==> config.mk <==
export PLATFORM = sky130hd
export DESIGN_NAME = board_top
export DESIGN_NICKNAME = d
export VERILOG_FILES = /design/src/rtl/board_pkg.sv /design/src/rtl/pll_init_rom.sv /design/src/rtl/pll_init_seq.sv /design/src/rtl/i2c_master.sv /design/src/rtl/input_cond.sv /design/src/rtl/board_top.sv
export VERILOG_INCLUDE_DIRS = /design/src /design/src/rtl
export SDC_FILE = /design/constraint.sdc
export NUM_CORES = 1
export LEC_CHECK = 0
export BUFFER_PORTS_ARGS = -buffer_cell sky130_fd_sc_hd__buf_2
export CORE_ASPECT_RATIO = 1.5
export CORE_MARGIN = 2
export CORE_UTILIZATION = 45
export CTS_BUF_LIST = sky130_fd_sc_hd__clkbuf_16
export DETAILED_ROUTE_END_ITERATION = 10
export GPL_ROUTABILITY_DRIVEN = 1
export PLACE_DENSITY = 0.73
export SKIP_CTS_REPAIR_TIMING = 1
export SYNTH_ARGS = -nofsm -noshare
export SYNTH_HDL_FRONTEND = slang
export SYNTH_SLANG_ARGS = --single-unit
==> constraint.sdc <==
create_clock -name clk_125mhz_i -period 1.8 [get_ports clk_125mhz_i]
set_input_delay 0.18 -clock clk_125mhz_i [delete_from_list [all_inputs] [get_ports clk_125mhz_i]]
set_output_delay 0.18 -clock clk_125mhz_i [all_outputs]
set_load 0.05 [all_outputs]
==> src/rtl/board_config.svh <==
// Build constants for the board management I2C, PLL init, debounce and reset tail

`ifndef BOARD_CONFIG_SVH
`define BOARD_CONFIG_SVH

// Clock cycles per quarter SCL period (small value for simulation)
`define I2C_PRESCALE 4

// 7-bit address of the PLL on the management bus
`define PLL_I2C_ADDR 7'h68

// Number of register writes in the PLL init table
`define PLL_INIT_LEN 6

// Cycles between switch samples
`define DEBOUNCE_RATE 16

// Equal consecutive samples needed before a switch value is taken
`define DEBOUNCE_DEPTH 4

// Cycles the core reset stays asserted once the last write has finished
`define RST_TAIL 4

// Switch and LED width
`define SW_W 4

`endif

==> src/rtl/board_pkg.sv <==
// Shared types for the board management logic: I2C bytes, table index and FSM states

package board_pkg;

// One byte on the I2C wire
typedef logic [7:0] byte_t;

// Entry number in the PLL init table
typedef logic [2:0] init_idx_t;

// I2C master states
// START and STOP generate the bus conditions, BIT shifts a data bit,
// ACK releases SDA for the target's acknowledge
typedef enum logic [2:0] {
    IDLE,
    START,
    BIT,
    ACK,
    STOP
} i2c_state_t;

// PLL init sequencer states
// RUN issues the next write, WAIT follows it to the end,
// TAIL holds core reset a few more cycles, DONE and ERR are final
typedef enum logic [2:0] {
    RUN,
    WAIT,
    TAIL,
    DONE,
    ERR
} seq_state_t;

endpackage

==> src/rtl/pll_init_rom.sv <==
// PLL init table: register address and data for each configuration write

`resetall
`timescale 1ns / 1ps
`default_nettype none

module pll_init_rom
    import board_pkg::*;
(
    input  wire init_idx_t reg_idx_i,
    output byte_t          reg_addr_o,
    output byte_t          reg_data_o
);

// Writes go out in table order, so the final entry
// is the one that kicks off the PLL calibration
always_comb begin
    case (reg_idx_i)
        3'd0: begin
            reg_addr_o = 8'h01;
            reg_data_o = 8'h00;
        end
        3'd1: begin
            reg_addr_o = 8'h02;
            reg_data_o = 8'h3c;
        end
        3'd2: begin
            reg_addr_o = 8'h08;
            reg_data_o = 8'h05;
        end
        3'd3: begin
            reg_addr_o = 8'h0a;
            reg_data_o = 8'h14;
        end
        3'd4: begin
            reg_addr_o = 8'h10;
            reg_data_o = 8'h81;
        end
        3'd5: begin
            reg_addr_o = 8'h03;
            reg_data_o = 8'h01;
        end
        default: begin
            reg_addr_o = 8'h00;
            reg_data_o = 8'h00;
        end
    endcase
end

endmodule

`resetall

==> src/rtl/pll_init_seq.sv <==
// PLL init sequencer: one I2C write per table entry, then core reset release

`resetall
`timescale 1ns / 1ps
`default_nettype none

`include "board_config.svh"

module pll_init_seq
    import board_pkg::*;
(
    input  wire logic clk_125mhz_i,
    input  wire logic rst_i,

    // I2C master handshake
    input  wire logic busy_i,
    input  wire logic nack_i,
    output init_idx_t reg_idx_o,
    output logic      start_o,

    // Status
    output logic      core_rst_o,
    output logic      init_done_o,
    output logic      init_err_o
);

localparam int TAIL_W = $clog2(`RST_TAIL + 1);
localparam init_idx_t LAST_IDX = init_idx_t'(`PLL_INIT_LEN - 1);

seq_state_t state_q;
logic busy_d;
logic busy_fall;
logic [TAIL_W-1:0] tail_q;

assign busy_fall = busy_d && !busy_i;

assign core_rst_o  = (state_q != DONE);
assign init_done_o = (state_q == DONE);
assign init_err_o  = (state_q == ERR);

always_ff @(posedge clk_125mhz_i) begin
    start_o <= 1'b0;
    if (rst_i) begin
        state_q   <= RUN;
        reg_idx_o <= '0;
        busy_d    <= 1'b0;
        tail_q    <= '0;
    end else begin
        busy_d <= busy_i;
        case (state_q)
            RUN: begin
                if (!busy_i) begin
                    start_o <= 1'b1;
                    state_q <= WAIT;
                end
            end
            WAIT: begin
                if (busy_fall) begin
                    if (nack_i) begin
                        state_q <= ERR;
                    end else if (reg_idx_o == LAST_IDX) begin
                        // Fall is seen a cycle late and DONE lands a cycle after zero
                        tail_q  <= TAIL_W'(`RST_TAIL - 2);
                        state_q <= TAIL;
                    end else begin
                        reg_idx_o <= reg_idx_o + 3'd1;
                        state_q   <= RUN;
                    end
                end
            end
            TAIL: begin
                if (tail_q == '0) begin
                    state_q <= DONE;
                end else begin
                    tail_q <= tail_q - 1'b1;
                end
            end
            // DONE and ERR hold until reset
            default: state_q <= state_q;
        endcase
    end
end

endmodule

`resetall

==> src/rtl/i2c_master.sv <==
// I2C write engine: start, device address, register address, data byte, stop

`resetall
`timescale 1ns / 1ps
`default_nettype none

`include "board_config.svh"

module i2c_master
    import board_pkg::*;
(
    input  wire logic  clk_125mhz_i,
    input  wire logic  rst_i,

    // Command side, address and data held stable while busy
    input  wire logic  start_i,
    input  wire byte_t reg_addr_i,
    input  wire byte_t reg_data_i,

    // Open-drain bus, 1 releases the line
    input  wire logic  scl_i,
    input  wire logic  sda_i,
    output logic       scl_o,
    output logic       sda_o,

    // Status
    output logic       busy_o,
    output logic       nack_o
);

localparam int PRESC_W = $clog2(`I2C_PRESCALE + 1);

// Device address with the write bit
localparam byte_t DEV_ADDR_WR = {`PLL_I2C_ADDR, 1'b0};

i2c_state_t state_q;
logic [1:0] phase_q;
logic [PRESC_W-1:0] presc_q;
logic [2:0] bit_q;
logic [1:0] byte_q;
byte_t shift_q;
logic nack_q;
logic tick;
logic scl_d;
logic sda_d;

// End of one quarter bit
assign tick = (presc_q == PRESC_W'(`I2C_PRESCALE - 1));

assign busy_o = (state_q != IDLE);

// Bus levels per state and quarter; SDA only moves while SCL is low
always_comb begin
    scl_d = 1'b1;
    sda_d = 1'b1;
    case (state_q)
        START: begin
            sda_d = (phase_q == 2'd0);
            scl_d = (phase_q != 2'd3);
        end
        BIT: begin
            sda_d = shift_q[7];
            scl_d = (phase_q == 2'd1) || (phase_q == 2'd2);
        end
        ACK: begin
            scl_d = (phase_q == 2'd1) || (phase_q == 2'd2);
        end
        STOP: begin
            sda_d = phase_q[1];
            scl_d = (phase_q != 2'd0);
        end
        default: begin
            scl_d = 1'b1;
        end
    endcase
end

always_ff @(posedge clk_125mhz_i) begin
    nack_o <= 1'b0;
    if (rst_i) begin
        state_q <= IDLE;
        phase_q <= '0;
        presc_q <= '0;
        bit_q   <= '0;
        byte_q  <= '0;
        nack_q  <= 1'b0;
        scl_o   <= 1'b1;
        sda_o   <= 1'b1;
    end else begin
        scl_o <= scl_d;
        sda_o <= sda_d;
        if (state_q == IDLE) begin
            presc_q <= '0;
            phase_q <= '0;
            if (start_i) begin
                state_q <= START;
                bit_q   <= 3'd7;
                byte_q  <= '0;
                nack_q  <= 1'b0;
            end
        end else begin
            presc_q <= tick ? '0 : presc_q + 1'b1;
            if (tick) begin
                phase_q <= phase_q + 2'd1;
                // Mid-high ACK sample, an SCL still held low counts as a miss
                if (state_q == ACK && phase_q == 2'd1 && (sda_i || !scl_i)) begin
                    nack_q <= 1'b1;
                end
                if (phase_q == 2'd3) begin
                    case (state_q)
                        START: state_q <= BIT;
                        BIT: begin
                            bit_q <= bit_q - 3'd1;
                            if (bit_q == 3'd0) begin
                                state_q <= ACK;
                            end
                        end
                        ACK: begin
                            bit_q   <= 3'd7;
                            byte_q  <= byte_q + 2'd1;
                            state_q <= (byte_q == 2'd2) ? STOP : BIT;
                        end
                        default: begin
                            state_q <= IDLE;
                            nack_o  <= nack_q;
                        end
                    endcase
                end
            end
        end
    end
end

// Byte shifter, MSB first; next byte loaded at the end of each ACK
always_ff @(posedge clk_125mhz_i) begin
    if (state_q == IDLE && start_i) begin
        shift_q <= DEV_ADDR_WR;
    end else if (tick && phase_q == 2'd3) begin
        if (state_q == BIT) begin
            shift_q <= {shift_q[6:0], 1'b0};
        end else if (state_q == ACK) begin
            shift_q <= (byte_q == 2'd0) ? reg_addr_i : reg_data_i;
        end
    end
end

endmodule

`resetall

==> src/rtl/input_cond.sv <==
// Input conditioning: switch debounce and UART handshake synchronizer

`resetall
`timescale 1ns / 1ps
`default_nettype none

`include "board_config.svh"

module input_cond (
    input  wire logic             clk_125mhz_i,
    input  wire logic             rst_i,
    input  wire logic [`SW_W-1:0] sw_i,
    input  wire logic             uart_txd_i,
    input  wire logic             uart_rts_i,
    output logic      [`SW_W-1:0] sw_o,
    output logic                  uart_txd_o,
    output logic                  uart_rts_o
);

localparam int RATE_W = $clog2(`DEBOUNCE_RATE + 1);

logic [RATE_W-1:0] rate_q;
logic sample;
logic [`SW_W-1:0][`DEBOUNCE_DEPTH-1:0] hist_q;
// UART lines packed as {txd, rts}
logic [1:0] uart_s1;
logic [1:0] uart_s2;

assign sample = (rate_q == RATE_W'(`DEBOUNCE_RATE - 1));

always_ff @(posedge clk_125mhz_i) begin
    if (rst_i) begin
        rate_q <= '0;
        hist_q <= '0;
        sw_o   <= '0;
    end else begin
        rate_q <= sample ? '0 : rate_q + 1'b1;
        for (int i = 0; i < `SW_W; i++) begin
            if (sample) begin
                hist_q[i] <= {hist_q[i][`DEBOUNCE_DEPTH-2:0], sw_i[i]};
            end
            // Mixed history keeps the old value
            if (&hist_q[i]) begin
                sw_o[i] <= 1'b1;
            end else if (~|hist_q[i]) begin
                sw_o[i] <= 1'b0;
            end
        end
    end
end

always_ff @(posedge clk_125mhz_i) begin
    uart_s1 <= {uart_txd_i, uart_rts_i};
    uart_s2 <= uart_s1;
end

assign uart_txd_o = uart_s2[1];
assign uart_rts_o = uart_s2[0];

endmodule

`resetall

==> src/rtl/board_top.sv <==
// Board management top: PLL init over I2C, core reset hold and input conditioning

`resetall
`timescale 1ns / 1ps
`default_nettype none

`include "board_config.svh"

module board_top
    import board_pkg::*;
(
    input  wire logic             clk_125mhz_i,
    input  wire logic             rst_i,

    // GPIO and UART handshake
    input  wire logic [`SW_W-1:0] sw_i,
    input  wire logic             uart_txd_i,
    input  wire logic             uart_rts_i,

    // Management I2C, open-drain enables
    input  wire logic             scl_i,
    input  wire logic             sda_i,
    output wire logic             scl_o,
    output wire logic             sda_o,

    // Conditioned inputs toward the core
    output wire logic [`SW_W-1:0] sw_o,
    output wire logic             uart_txd_o,
    output wire logic             uart_rts_o,

    // Core reset and init status
    output wire logic             core_rst_o,
    output wire logic             init_done_o,
    output wire logic             init_err_o
);

init_idx_t reg_idx;
byte_t reg_addr;
byte_t reg_data;
logic i2c_start;
logic i2c_busy;
logic i2c_nack;

pll_init_seq seq_inst (
    .clk_125mhz_i(clk_125mhz_i),
    .rst_i(rst_i),
    .busy_i(i2c_busy),
    .nack_i(i2c_nack),
    .reg_idx_o(reg_idx),
    .start_o(i2c_start),
    .core_rst_o(core_rst_o),
    .init_done_o(init_done_o),
    .init_err_o(init_err_o)
);

pll_init_rom rom_inst (
    .reg_idx_i(reg_idx),
    .reg_addr_o(reg_addr),
    .reg_data_o(reg_data)
);

i2c_master i2c_master_inst (
    .clk_125mhz_i(clk_125mhz_i),
    .rst_i(rst_i),
    .start_i(i2c_start),
    .reg_addr_i(reg_addr),
    .reg_data_i(reg_data),
    .scl_i(scl_i),
    .sda_i(sda_i),
    .scl_o(scl_o),
    .sda_o(sda_o),
    .busy_o(i2c_busy),
    .nack_o(i2c_nack)
);

input_cond input_cond_inst (
    .clk_125mhz_i(clk_125mhz_i),
    .rst_i(rst_i),
    .sw_i(sw_i),
    .uart_txd_i(uart_txd_i),
    .uart_rts_i(uart_rts_i),
    .sw_o(sw_o),
    .uart_txd_o(uart_txd_o),
    .uart_rts_o(uart_rts_o)
);

endmodule

`resetall

Yosys cells after proc, flatten, opt, wreduce, memory -nomap -nowiden
Cells that the tools add are included.

Flip-flop bits (word level): 65. Bits of input ports: 10. Output and inout port bits: 11. Word-level logic and storage cells: 167.

Bitwise gates (word level): 5. Eq/ne operators: 33. Multiplexer cells: 48. Add/subtract/negate cells: 7. Reductions and logical operators: 48.

Operators by type and width (count): two-way mux 3 bit (18); case mux 8 bit (5 select lines) (1); AND reduction 4 bit (9); case mux 5 bit (6 select lines) (1); two-way mux 8 bit (3); equality test 3 x 2 -> 1 bit (second input constant) (7); case mux 3 bit (3 select lines) (2); OR reduction 4 bit (4); logical NOT 3 bit (5); != test 2 x 1 -> 1 bit (second input constant) (7); nonzero test 2 bit (7); two-way mux 1 bit (13); equality test 3 bit (second input constant) (4); two-way mux 2 bit (6); case mux 3 bit (2 select lines) (2); != test 2 bit (second input constant) (5); equality test 3 x 1 -> 1 bit (second input constant) (3); nonzero test 3 bit (3); OR reduction 2 bit (4); OR reduction 7 bit (1); adder 3 x 1 -> 3 bit (second input constant) (2); equality test 2 bit (second input constant) (3); case mux 1 bit (3 select lines) (2); subtractor 3 x 1 -> 3 bit (second input constant) (2); other kinds (15) (27).

Depth between registers and ports, before layout
Gate-level depths: netlist of the first run.

Word-level depth: 6. Gate-level depth with buffers: 8. Gate-level depth less buffers: 6.

By module
Synthesis of the first run repeated with hierarchy kept, for this count alone.

Cell total of the unflattened synthesis: 328. Area, all modules: 3164.3 µm².

By module, submodules not included: i2c_master (times used 1, cells an instance 149, area each 1407.6 µm²); input_cond (times used 1, cells an instance 91, area each 1013.5 µm²); pll_init_seq (times used 1, cells an instance 68, area each 608.1 µm²); pll_init_rom (times used 1, cells an instance 20, area each 135.1 µm²).

Worst setup path before layout of the first run
No wires, ideal clock.

Path kind: register to output. Start point: register seq_inst.state_q[2]. End point: output port init_err_o. Buffers on the path: 0. Stages on the path, launching flop included: 2. Required time: 1620 ps. Setup slack: 50 ps. Arrival: 1570 ps. Cells stage by stage: dfxtp_1 nor3b_1.

Longest elaborated chain between the ends: 1.

Ends and longest elaborated chain: start, declared (line pll_init_seq.sv:30) `seq_state_t state_q;`; start signal, assigned (line pll_init_seq.sv:79) `default: state_q <= state_q;`; equality test 3 bit (line pll_init_seq.sv:39) `assign init_err_o = (state_q == ERR);`; end, declared (line board_top.sv:34) `output wire logic init_err_o`.

Every way passes these cells.

Final worst setup path of the first run
Start point: register i2c_master_inst.state_q[1]. End point: register i2c_master_inst.state_q[0].

Longest elaborated chain between the ends: 5. Elaborated cells between the ends (all ways): 13. Classes of those cells: 5 x eq/ne; 4 x mux; 4 x reduce/logical.

Ends and longest elaborated chain: start, declared (line i2c_master.sv:36) `i2c_state_t state_q;`; start signal, assigned (line i2c_master.sv:121) `state_q <= (byte_q == 2'd2) ? STOP : BIT;`; equality test 3 x 2 -> 1 bit or equality test 3 x 1 -> 1 bit (tied branches) (line i2c_master.sv:110) `case (state_q)`; case mux 3 bit (3 select lines) (line i2c_master.sv:110); two-way mux 3 bit (line i2c_master.sv:109) `if (phase_q == 2'd3) begin`; two-way mux 3 bit (line i2c_master.sv:103) `if (tick) begin`; two-way mux 3 bit (line i2c_master.sv:92) `if (state_q == IDLE) begin`.

Parallel ways exist; a longest one is shown, timed or not. The select of a mux whose other input is x is not followed. A chain may end at the register's enable or synchronous reset.

==> run_results.csv, run 1 <==
group,metric,value,unit
status,run_status,"completed",
critical_path,max_stage_delay,0.65,ns
route,routed_wirelength,5820,um
critical_path,rr_startpoint,"i2c_master_inst.state_q[1]$_SDFFE_PP0P_",
power_and_ir_drop,p_leak,0.00141,uW
critical_path,critical_path_arrival,1.89,ns
yosys,ys.flop_type,"dfxtp_1",
finish,area_growth,17.8,%
yosys,syn_nets,345,
clock_network,clock_latency,0.33,ns
critical_path,critPathLaunchType,"register",
timing,drv_slew,0,
route,drt-wirelength-per-cell,13.6,um
floorplan,fp.dieW,69.9,um
clock_network,cts-root-buf,"clkbuf_16",
finish,final_cell_area,0.00346,mm^2
critical_path,r2r_slack,0.14,ns
placement,placedInstanceArea,0.00316,mm^2
clock_network,cts_buffers,9,
clock_network,cts_buffer_depth,2,
floorplan,start_util,0.459,
power_and_ir_drop,vdd_ir_drop_max,0.607,mV
route,drcViolationCount,0,
global_route,grt_pass1_wl,9900,um
min_path,hold_path_class,"primary input to register",
power_and_ir_drop,finalPower,3250,uW
clock_network,cts_num_sinks,65,
yosys,synth_cell_type_count,53,
floorplan,dieArea,0.00720,mm^2
critical_path,cp-startpoint,"i2c_master_inst.state_q[1]$_SDFFE_PP0P_",
power_and_ir_drop,power_density,941,mW/mm^2
critical_path,cp_slowest_cell,"or4b_4",
placement,io_buffers,20,
yosys,synth_edf_count,0,
global_route,antenna_found_initial,0,
route,firstDrtPassIters,4,
yosys,yosys.area.top_type,"dfxtp_1",
route,drtIter0Drc,136,
timing,rsz0062_at_grt,"false",
yosys,synth-seq-area-share,0.443,
timing,setup_ws,0.144,ns
critical_path,endpoint_kind,"register",
timing,clock_skew,0.00421,ns
global_route,track_usage,0.175,
critical_path,cp-endpoint,"i2c_master_inst.state_q[0]$_SDFFE_PP0P_",
floorplan,rows,36,
timing,finalHoldViolations,0,
timing,period_minus_slack,1.66,ns
clock_network,tritoncts,"built",
yosys,yosysMostFrequentCell,"dfxtp_1",
finish,diodes,0,
yosys,netlist_instances,317,
global_route,grt_max_degree,35,
yosys,yosys_warnings,0,
run,maxCapViolations,0,
critical_path,crit_fanout,15,
route,vias_per_cell,5.50,
timing,min_period_over_period,0.920,
placement,dp_hpwl,4140,um
yosys,synthTopCellsByCount,"dfxtp_1, nor2_1, inv_1",
placement,gp_congestion,0.847,
finish,nNetsFinal,375,
yosys,async_reset_ff_frac,0,
route,vias,2352,
yosys,ys_ff_latch,65,
floorplan,die_h,103,um
yosys,postSynthAreaPerCell,9.26,um^2
route,ant_nets,0,
critical_path,crit_family,"simple AND/OR/NAND/NOR gates",
critical_path,reg2reg_depth,4,
timing,slew_headroom,0.646,
finish,drive_above_1_share,0.173,
timing,worst_pin_slew,0.531,ns
min_path,min_from,"sw_i[0]",
global_route,overflow,0,
floorplan,core_area,0.00640,mm^2
critical_path,worstSetupPathType,"register to register",
timing,fmax,0.604,GHz
clock_network,clk_pin_slew,0.05,ns
critical_path,cp_num_cells,4,
yosys,synth_top_area_frac,0.443,
critical_path,required,2.03,ns
critical_path,reg2reg_to,"i2c_master_inst.state_q[0]$_SDFFE_PP0P_",
timing,tns,0,ns
yosys,syn_area,0.00293,mm^2
placement,post-place-ws,0.165,ns
critical_path,worst-path-buf-inv,0,
clock_network,htreeDepth,3,
timing,setup_violations,0,
floorplan,io_pins,21,
global_route,grt_pass1_vias,2239,
yosys,synth_area_leaders,"dfxtp_1, ha_1, mux2i_1",
critical_path,crit_chain,"or4b_4 > o21ai_4 > nor2_2 > a2111oi_4",
power breakdown:
group / total, uW / internal (uW) / switching (uW)
registers: 1490 / 1470 / 20.8
logic: 198 / 80.4 / 118
clock network: 1560 / 926 / 638
total: 3250 / 2480 / 777
stage by stage:
stage | util | hold WS [ns] | cells
after floorplan | - | 0.208 | 317
after global placement | 0.494 | 0.283 | 410
after detailed placement | 0.494 | 0.287 | 410
after CTS | 0.537 | -0.0594 | 426
after global routing | 0.540 | 0.0878 | 428
final | 0.540 | 0.0844 | 428
layout by cell type, fill, tap and decap left out, drive strengths merged, types with 3 or more instances in the layout:
cell type  instances
nand3              6
and3               8
nand2b             4
nor3               9
a31oi              3
mux2i             20
nand4              3
o21ai             14
nand2             11
o31ai              6
buf               35
xnor2              3
a221oi             4
ha                18
nor2              41
dfxtp             65
clkbuf             9
nor3b              4
clkinv             5
nand3b             4
inv               21
a21oi             20
logic make-up after synthesis:
kind of cell,share of synthesized area
adder cells (fa/ha/maj),0.0768
XOR/XNOR,0.0149
multiplexers,0.0682
AND/OR/NAND/NOR,0.190
flip-flops,0.443
buffers and inverters,0.0546
AO/OA/AOI/OAI,0.152
tightest hold or removal path, stage by stage:
cell and delay (ns):
buf_2 0.07, mux2i_1 0.05, nor2_1 0.07
sequential cells by signal, indices dropped and copies added, names as in the netlist, 2 cells and up:
| register | cells |
|---|---|
| seq_inst.tail_q | 3 |
| seq_inst.reg_idx_o | 3 |
| input_cond_inst.rate_q | 5 |
| i2c_master_inst.state_q | 3 |
| input_cond_inst.uart_s1 | 2 |
| input_cond_inst.uart_s2 | 2 |
| input_cond_inst.sw_o | 4 |
| i2c_master_inst.shift_q | 8 |
| seq_inst.state_q | 3 |
| i2c_master_inst.bit_q | 3 |
| i2c_master_inst.byte_q | 2 |
| i2c_master_inst.phase_q | 2 |
| i2c_master_inst.presc_q | 3 |
| input_cond_inst.hist_q | 16 |
worst min-delay path by stage:
stage	slack, ns	cells after the start	endpoint
2_1_floorplan	0.21	0	input_cond_inst.uart_s1[0]$_DFF_P_
3_3_place_gp	0.28	1	input_cond_inst.uart_s1[1]$_DFF_P_
3_5_place_dp	0.29	1	input_cond_inst.uart_s1[0]$_DFF_P_
4_1_cts	-0.06	1	input_cond_inst.uart_s1[0]$_DFF_P_
5_1_grt	0.09	3	input_cond_inst.hist_q[0]$_SDFFE_PP0P_
6_report	0.08	3	input_cond_inst.hist_q[0]$_SDFFE_PP0P_
routing by layer:
metal	vias up	GRT usage	part of all wire
li1	1177	-	-
met1	1107	0.183	0.42
met2	51	0.315	0.52
met3	17	0.0479	0.037
met4	0	0.101	0.029
met5	-	0	0
cell type report:
| class | instances | area [um^2] |
|---|---|---|
| inverter | 21 | 78.8 |
| sequential | 65 | 1300 |
| tap | 76 | 95.1 |
| fill | 579 | 2940 |
| multi-input combinational | 213 | 1480 |
| clock inverter | 7 | 47.5 |
| clock buffer | 9 | 225 |
| timing repair buffer | 37 | 233 |
No activity file was read; power rests on OpenSTA's default activity.
==> inputs of run 2 (changes only) <==
--- a/config.mk
+++ b/config.mk
@@ -6,6 +6,7 @@
 export SDC_FILE = /design/constraint.sdc
 export NUM_CORES = 1
 export LEC_CHECK = 0
+export ABC_AREA = 1
 export BUFFER_PORTS_ARGS = -buffer_cell sky130_fd_sc_hd__buf_2
 export CORE_ASPECT_RATIO = 1.5
 export CORE_MARGIN = 2
@@ -13,6 +14,7 @@
 export CTS_BUF_LIST = sky130_fd_sc_hd__clkbuf_16
 export DETAILED_ROUTE_END_ITERATION = 10
 export GPL_ROUTABILITY_DRIVEN = 1
+export MAX_ROUTING_LAYER = met4
 export PLACE_DENSITY = 0.73
 export SKIP_CTS_REPAIR_TIMING = 1
 export SYNTH_ARGS = -nofsm -noshare
==> run_results.csv, run 2 <==
group,metric,value,unit
status,run_status,"completed",
timing,finalHoldViolations,0,
power_and_ir_drop,switching_share,0.351,
critical_path,critical_path_arrival,1.79,ns
timing,drv_slew,0,
placement,dp_hpwl,4430,um
timing,tns,0,ns
run,maxCapViolations,0,
yosys,synth_area_leaders,"dfxtp_1, nor2_1, nand2_1",
timing,period_minus_slack,1.54,ns
finish,area_growth,17.4,%
clock_network,clk_pin_slew,0.05,ns
critical_path,required,2.05,ns
route,ant_nets,0,
global_route,grt_pass1_vias,2531,
clock_network,cts_num_sinks,65,
clock_network,htreeDepth,3,
timing,slew_headroom,0.672,
yosys,postSynthAreaPerCell,7.39,um^2
timing,rsz0062_at_grt,"false",
yosys,ys_ff_latch,65,
placement,gp_congestion,0.958,
route,drt-wirelength-per-cell,12.0,um
critical_path,crit_fanout,9,
timing,setup_violations,0,
timing,fmax,0.648,GHz
timing,clock_skew,0.00511,ns
critical_path,cp_slowest_cell,"dfxtp_1",
finish,final_cell_area,0.00344,mm^2
min_path,hold_path_class,"primary input to register",
floorplan,fp.dieW,69.8,um
global_route,overflow,0,
placement,io_buffers,20,
yosys,synth_cell_type_count,29,
floorplan,rows,36,
critical_path,crit_family,"simple AND/OR/NAND/NOR gates",
finish,instances_no_fill,509,
power_and_ir_drop,p_switching,1660,uW
clock_network,tritoncts,"built",
clock_network,cts_buffers,9,
yosys,syn_area,0.00293,mm^2
route,firstDrtPassIters,4,
timing,min_period_over_period,0.858,
power_and_ir_drop,internal_power,3080,uW
floorplan,io_pins,21,
yosys,syn_nets,424,
route,drcViolationCount,0,
critical_path,worstSetupPathType,"register to register",
yosys,yosys_warnings,0,
critical_path,max_stage_delay,0.33,ns
finish,diodes,0,
yosys,synthTopCellsByCount,"nor2_1, dfxtp_1, nand2_1",
clock_network,cts_buffer_depth,2,
timing,worst_pin_slew,0.487,ns
global_route,antenna_found_initial,0,
finish,largest_register_ffs,16,
power_and_ir_drop,power_density,1380,mW/mm^2
power_and_ir_drop,vdd_ir_drop_max,0.796,mV
global_route,track_usage,0.190,
route,top_layer,"met4",
floorplan,start_util,0.458,
yosys,synth_top_area_frac,0.445,
route,routed_wirelength,6110,um
route,met2_length,3380,um
yosys,yosys.area.top_type,"dfxtp_1",
route,wl_met1,2350,um
power_and_ir_drop,clkPwrFrac,0.343,
floorplan,dieArea,0.00718,mm^2
clock_network,clock_latency,0.32,ns
yosys,netlist_instances,396,
route,vias_per_cell,5.18,
power_and_ir_drop,p_comb_frac,0.288,
finish,reg_top3,"input_cond_inst.hist_q (16), i2c_master_inst.shift_q (8), input_cond_inst.rate_q (5)",
critical_path,critPathLaunchType,"register",
critical_path,worst-path-buf-inv,1,
power_and_ir_drop,finalPower,4740,uW
clock_network,cts-root-buf,"clkbuf_16",
yosys,async_reset_ff_frac,0,
route,wl_met3,200,um
yosys,synth_edf_count,0,
floorplan,core_area,0.00640,mm^2
finish,nNetsFinal,457,
critical_path,crit_chain,"ha_1 > ha_1 > nand2_1 > nor2_4 > inv_2 > nand2_2 > o21ai_0 > a21oi_1",
finish,layout_commonest_cell,"nor2_1",
critical_path,endpoint_kind,"register",
critical_path,cp_common_cell,"ha_1",
floorplan,die_h,103,um
finish,drive_above_1_share,0.125,
placement,placedInstanceArea,0.00314,mm^2
power_and_ir_drop,seqPwrFrac,0.369,
power_and_ir_drop,p_leak,0.00160,uW
route,vias,2636,
yosys,synth-seq-area-share,0.445,
yosys,ys.flop_type,"dfxtp_1",
yosys,yosysMostFrequentCell,"nor2_1",
placement,dp_cells,492,
route,drtIter0Drc,105,
global_route,grt_max_degree,17,
finish,final_cell_mix,"nor2_1, dfxtp_1, nand2_1",
global_route,grt_pass1_wl,10500,um
finish,top_register,"input_cond_inst.hist_q",
run 2: layout make-up:
type / instances / area [um^2]
Fill cell: 621 / 2960
Multi-Input combinational cell: 275 / 1410
Tap cell: 76 / 95.1
Inverter: 50 / 188
Clock buffer: 9 / 225
Clock inverter: 6 / 51.3
Sequential cell: 65 / 1300
Timing Repair Buffer: 28 / 165
run 2: through the flow:
stage,util,setup WS (ns),hold slack (ns)
3_3_place_gp,0.491,0.367,0.282
3_5_place_dp,0.491,0.302,0.287
6_report,0.537,0.256,0.0819
4_1_cts,0.534,0.240,-0.0485
2_1_floorplan,-,0.00119,0.208
5_1_grt,0.537,0.109,0.0887
run 2: cell families (layout without fill, tap and decap cells):
kind of cell / after synthesis / count (layout) / share of synthesized area
XOR/XNOR: 1 / 1 / 0.00299
buffers and inverters: 56 / 93 / 0.0731
flip-flops: 65 / 65 / 0.445
AND/OR/NAND/NOR: 180 / 180 / 0.266
AO/OA/AOI/OAI: 76 / 76 / 0.137
adder cells (fa/ha/maj): 18 / 18 / 0.0770
run 2: routing by layer:
layer,vias up,global-route usage
li1,1347,-
met1,1222,0.176
met2,51,0.360
met3,16,0.0450
met4,0,0.0976
met5,-,-
run 2: power groups by stage:
stage | Clock [uW] | Sequential [uW] | Combinational [uW]
4_1_cts | 1650 | 1740 | 1360
5_1_grt | 1710 | 1770 | 1570
3_5_place_dp | 0 | 1770 | 1340
3_3_place_gp | 0 | 1760 | 1310
6_report | 1620 | 1750 | 1370
2_1_floorplan | 0 | 1770 | 1010
run 2: worst reg2reg max path, cell delays in order, from the launching register on:
cell	delay [ns]
dfxtp_1	0.33
ha_1	0.17
ha_1	0.16
nand2_1	0.10
nor2_4	0.20
inv_2	0.11
nand2_2	0.13
o21ai_0	0.10
a21oi_1	0.17
run 2: path summary, 6_finish.rpt:
path                                            end  cells past startpoint  slack, ns                                   from
min reg2reg      input_cond_inst.uart_s2[1]$_DFF_P_                      0       0.32     input_cond_inst.uart_s1[1]$_DFF_P_
max reg2reg   i2c_master_inst.bit_q[2]$_SDFFE_PP0P_                      8       0.26  i2c_master_inst.presc_q[0]$_SDFF_PP0_
min          input_cond_inst.hist_q[8]$_SDFFE_PP0P_                      3       0.08                                sw_i[2]
max           i2c_master_inst.bit_q[2]$_SDFFE_PP0P_                      8       0.26  i2c_master_inst.presc_q[0]$_SDFF_PP0_
==> inputs of run 3 (changes only) <==
--- a/config.mk
+++ b/config.mk
@@ -7,7 +7,7 @@
 export NUM_CORES = 1
 export LEC_CHECK = 0
 export ABC_AREA = 1
-export BUFFER_PORTS_ARGS = -buffer_cell sky130_fd_sc_hd__buf_2
+export BUFFER_PORTS_ARGS = -buffer_cell sky130_fd_sc_hd__buf_4
 export CORE_ASPECT_RATIO = 1.5
 export CORE_MARGIN = 2
 export CORE_UTILIZATION = 45
==> constraint.sdc (replaced) <==
create_clock -name clk_125mhz_i -period 1.7 [get_ports clk_125mhz_i]
set_input_delay 0.17 -clock clk_125mhz_i [delete_from_list [all_inputs] [get_ports clk_125mhz_i]]
set_output_delay 0.17 -clock clk_125mhz_i [all_outputs]
set_load 0.05 [all_outputs]
==> run_results.csv, run 3 (synthesis results as in run 2) <==
group,metric,value,unit
critical_path,r2r_slack,0.16,ns
timing,rsz0062_at_grt,"false",
finish,drive_above_1_share,0.144,
clock_network,htreeDepth,3,
global_route,grt_pass1_wl,10600,um
finish,multi_input_area,0.00143,mm^2
placement,io_buffers,20,
critical_path,critPathLaunchType,"register",
global_route,grt_max_degree,17,
timing,slew_headroom,0.675,
global_route,antenna_found_initial,0,
route,ant_nets,0,
finish,diodes,0,
clock_network,cts_buffers,9,
global_route,grt-busiest-layer,"met2",
critical_path,endpoint_kind,"register",
critical_path,cp_num_cells,8,
finish,regArea,0.00130,mm^2
finish,layout_commonest_cell,"nor2_1",
critical_path,critical_path_arrival,1.81,ns
clock_network,tritoncts,"built",
finish,largest_register_ffs,16,
route,drcViolationCount,0,
timing,finalHoldViolations,0,
critical_path,crit_family,"adder cells",
finish,final_cell_mix,"nor2_1, dfxtp_1, nand2_1",
power_and_ir_drop,seqPwrFrac,0.339,
clock_network,clk_pin_slew,0.05,ns
power_and_ir_drop,power_density,1520,mW/mm^2
power_and_ir_drop,finalPower,5460,uW
global_route,track_usage,0.194,
finish,top_register,"input_cond_inst.hist_q",
power_and_ir_drop,clkPwrFrac,0.387,
run,maxCapViolations,0,
placement,dp_cells,492,
floorplan,dieArea,0.00718,mm^2
global_route,met1_usage,0.179,
route,routed_wirelength,6420,um
power_and_ir_drop,p_switching,1860,uW
clock_network,clock_latency,0.33,ns
floorplan,rows,36,
timing,drv_slew,0,
timing,min_period_over_period,0.908,
critical_path,cp-endpoint,"i2c_master_inst.bit_q[2]$_SDFFE_PP0P_",
timing,period_minus_slack,1.54,ns
clock_network,cts-root-buf,"clkbuf_16",
min_path,holdPathStages,3,
floorplan,core_area,0.00640,mm^2
finish,nNetsFinal,460,
critical_path,rr_startpoint,"i2c_master_inst.presc_q[0]$_SDFF_PP0_",
critical_path,cp-startpoint,"i2c_master_inst.presc_q[0]$_SDFF_PP0_",
finish,n_fill_cell,607,
timing,worst_pin_slew,0.484,ns
floorplan,start_util,0.458,
finish,reg_top3,"input_cond_inst.hist_q (16), i2c_master_inst.shift_q (8), input_cond_inst.rate_q (5)",
placement,dp_hpwl,4390,um
min_path,hold_path_class,"primary input to register",
finish,instances_no_fill,513,
route,drtIter0Drc,114,
route,vias,2656,
critical_path,worst-path-buf-inv,1,
route,drt-wirelength-per-cell,12.5,um
power_and_ir_drop,switching_share,0.340,
floorplan,die_h,103,um
critical_path,reg2reg_to,"i2c_master_inst.bit_q[2]$_SDFFE_PP0P_",
global_route,gr-usage-met3,0.0342,
timing,hold_slack,0.0574,ns
finish,area_growth,22.7,%
clock_network,cts_buffer_depth,2,
critical_path,max_stage_delay,0.35,ns
floorplan,fp.dieW,69.8,um
global_route,overflow,0,
critical_path,crit_fanout,9,
clock_network,cts_num_sinks,65,
global_route,gr-usage-met2,0.370,
power_and_ir_drop,p_leak,0.00165,uW
route,vias_per_cell,5.18,
timing,fmax,0.648,GHz
power_and_ir_drop,p_comb_frac,0.275,
critical_path,required,1.96,ns
global_route,grt_pass1_vias,2532,
timing,clock_skew,0.00386,ns
placement,gp_congestion,0.856,
critical_path,cp_slowest_cell,"dfxtp_1",
floorplan,io_pins,21,
critical_path,worstSetupPathType,"register to register",
critical_path,crit_chain,"ha_1 > ha_4 > nand2_1 > nor2_4 > inv_2 > nand2_2 > o21ai_0 > a21oi_1",
timing,tns,0,ns
route,firstDrtPassIters,4,
power_and_ir_drop,vdd_ir_drop_max,1.13,mV
power_and_ir_drop,internal_power,3600,uW
timing,setup_violations,0,
status,run_status,"completed",
critical_path,reg2reg_depth,8,
finish,finish.utilization,0.562,
==> run 3: per-layer routing <==
metal  share of wire  up-vias
met1            0.39     1234
met3           0.028       16
li1                -     1356
met4           0.033        0
met5               0        -
met2            0.55       50
==> run 3: layout make-up <==
class                   count  area share
clock buffers               9      0.0627
multi-input cells         275       0.397
well taps                  76      0.0265
inverters                  50      0.0522
repair buffers             31      0.0662
clock inverters             7      0.0331
flip-flops and latches     65       0.362
==> run 3: through the flow <==
stage / cell area [um^2] / setup WS [ns]
floorplan: 2930 / 0.183
global placement: 3190 / 0.164
detailed placement: 3190 / 0.0760
CTS: 3540 / 0.0106
global route: 3590 / 0.0365
finish: 3590 / 0.156
==> run 3: power by group through the flow <==
stage | Sequential, uW | Combinational, uW | Clock [uW]
2_1_floorplan | 1880 | 1080 | 0
3_3_place_gp | 1870 | 1390 | 0
3_5_place_dp | 1870 | 1430 | 0
4_1_cts | 1850 | 1490 | 2120
5_1_grt | 1870 | 1700 | 2200
6_report | 1850 | 1500 | 2110
==> run 3: worst min path at each step <==
| stage | slack, ns | end | start |
|---|---|---|---|
| 2_1_floorplan | 0.20 | input_cond_inst.uart_s1[0]$_DFF_P_ | uart_rts_i |
| 3_3_place_gp | 0.27 | input_cond_inst.uart_s1[0]$_DFF_P_ | uart_rts_i |
| 3_5_place_dp | 0.28 | input_cond_inst.uart_s1[1]$_DFF_P_ | uart_txd_i |
| 4_1_cts | -0.06 | input_cond_inst.uart_s1[1]$_DFF_P_ | uart_txd_i |
| 5_1_grt | 0.07 | input_cond_inst.hist_q[12]$_SDFFE_PP0P_ | sw_i[3] |
| 6_report | 0.06 | input_cond_inst.hist_q[4]$_SDFFE_PP0P_ | sw_i[1] |
==> run 3: tightest hold or removal path, cell delays in order <==
cell and delay [ns]:
buf_4 0.07, nor2_1 0.03, nor2_1 0.08
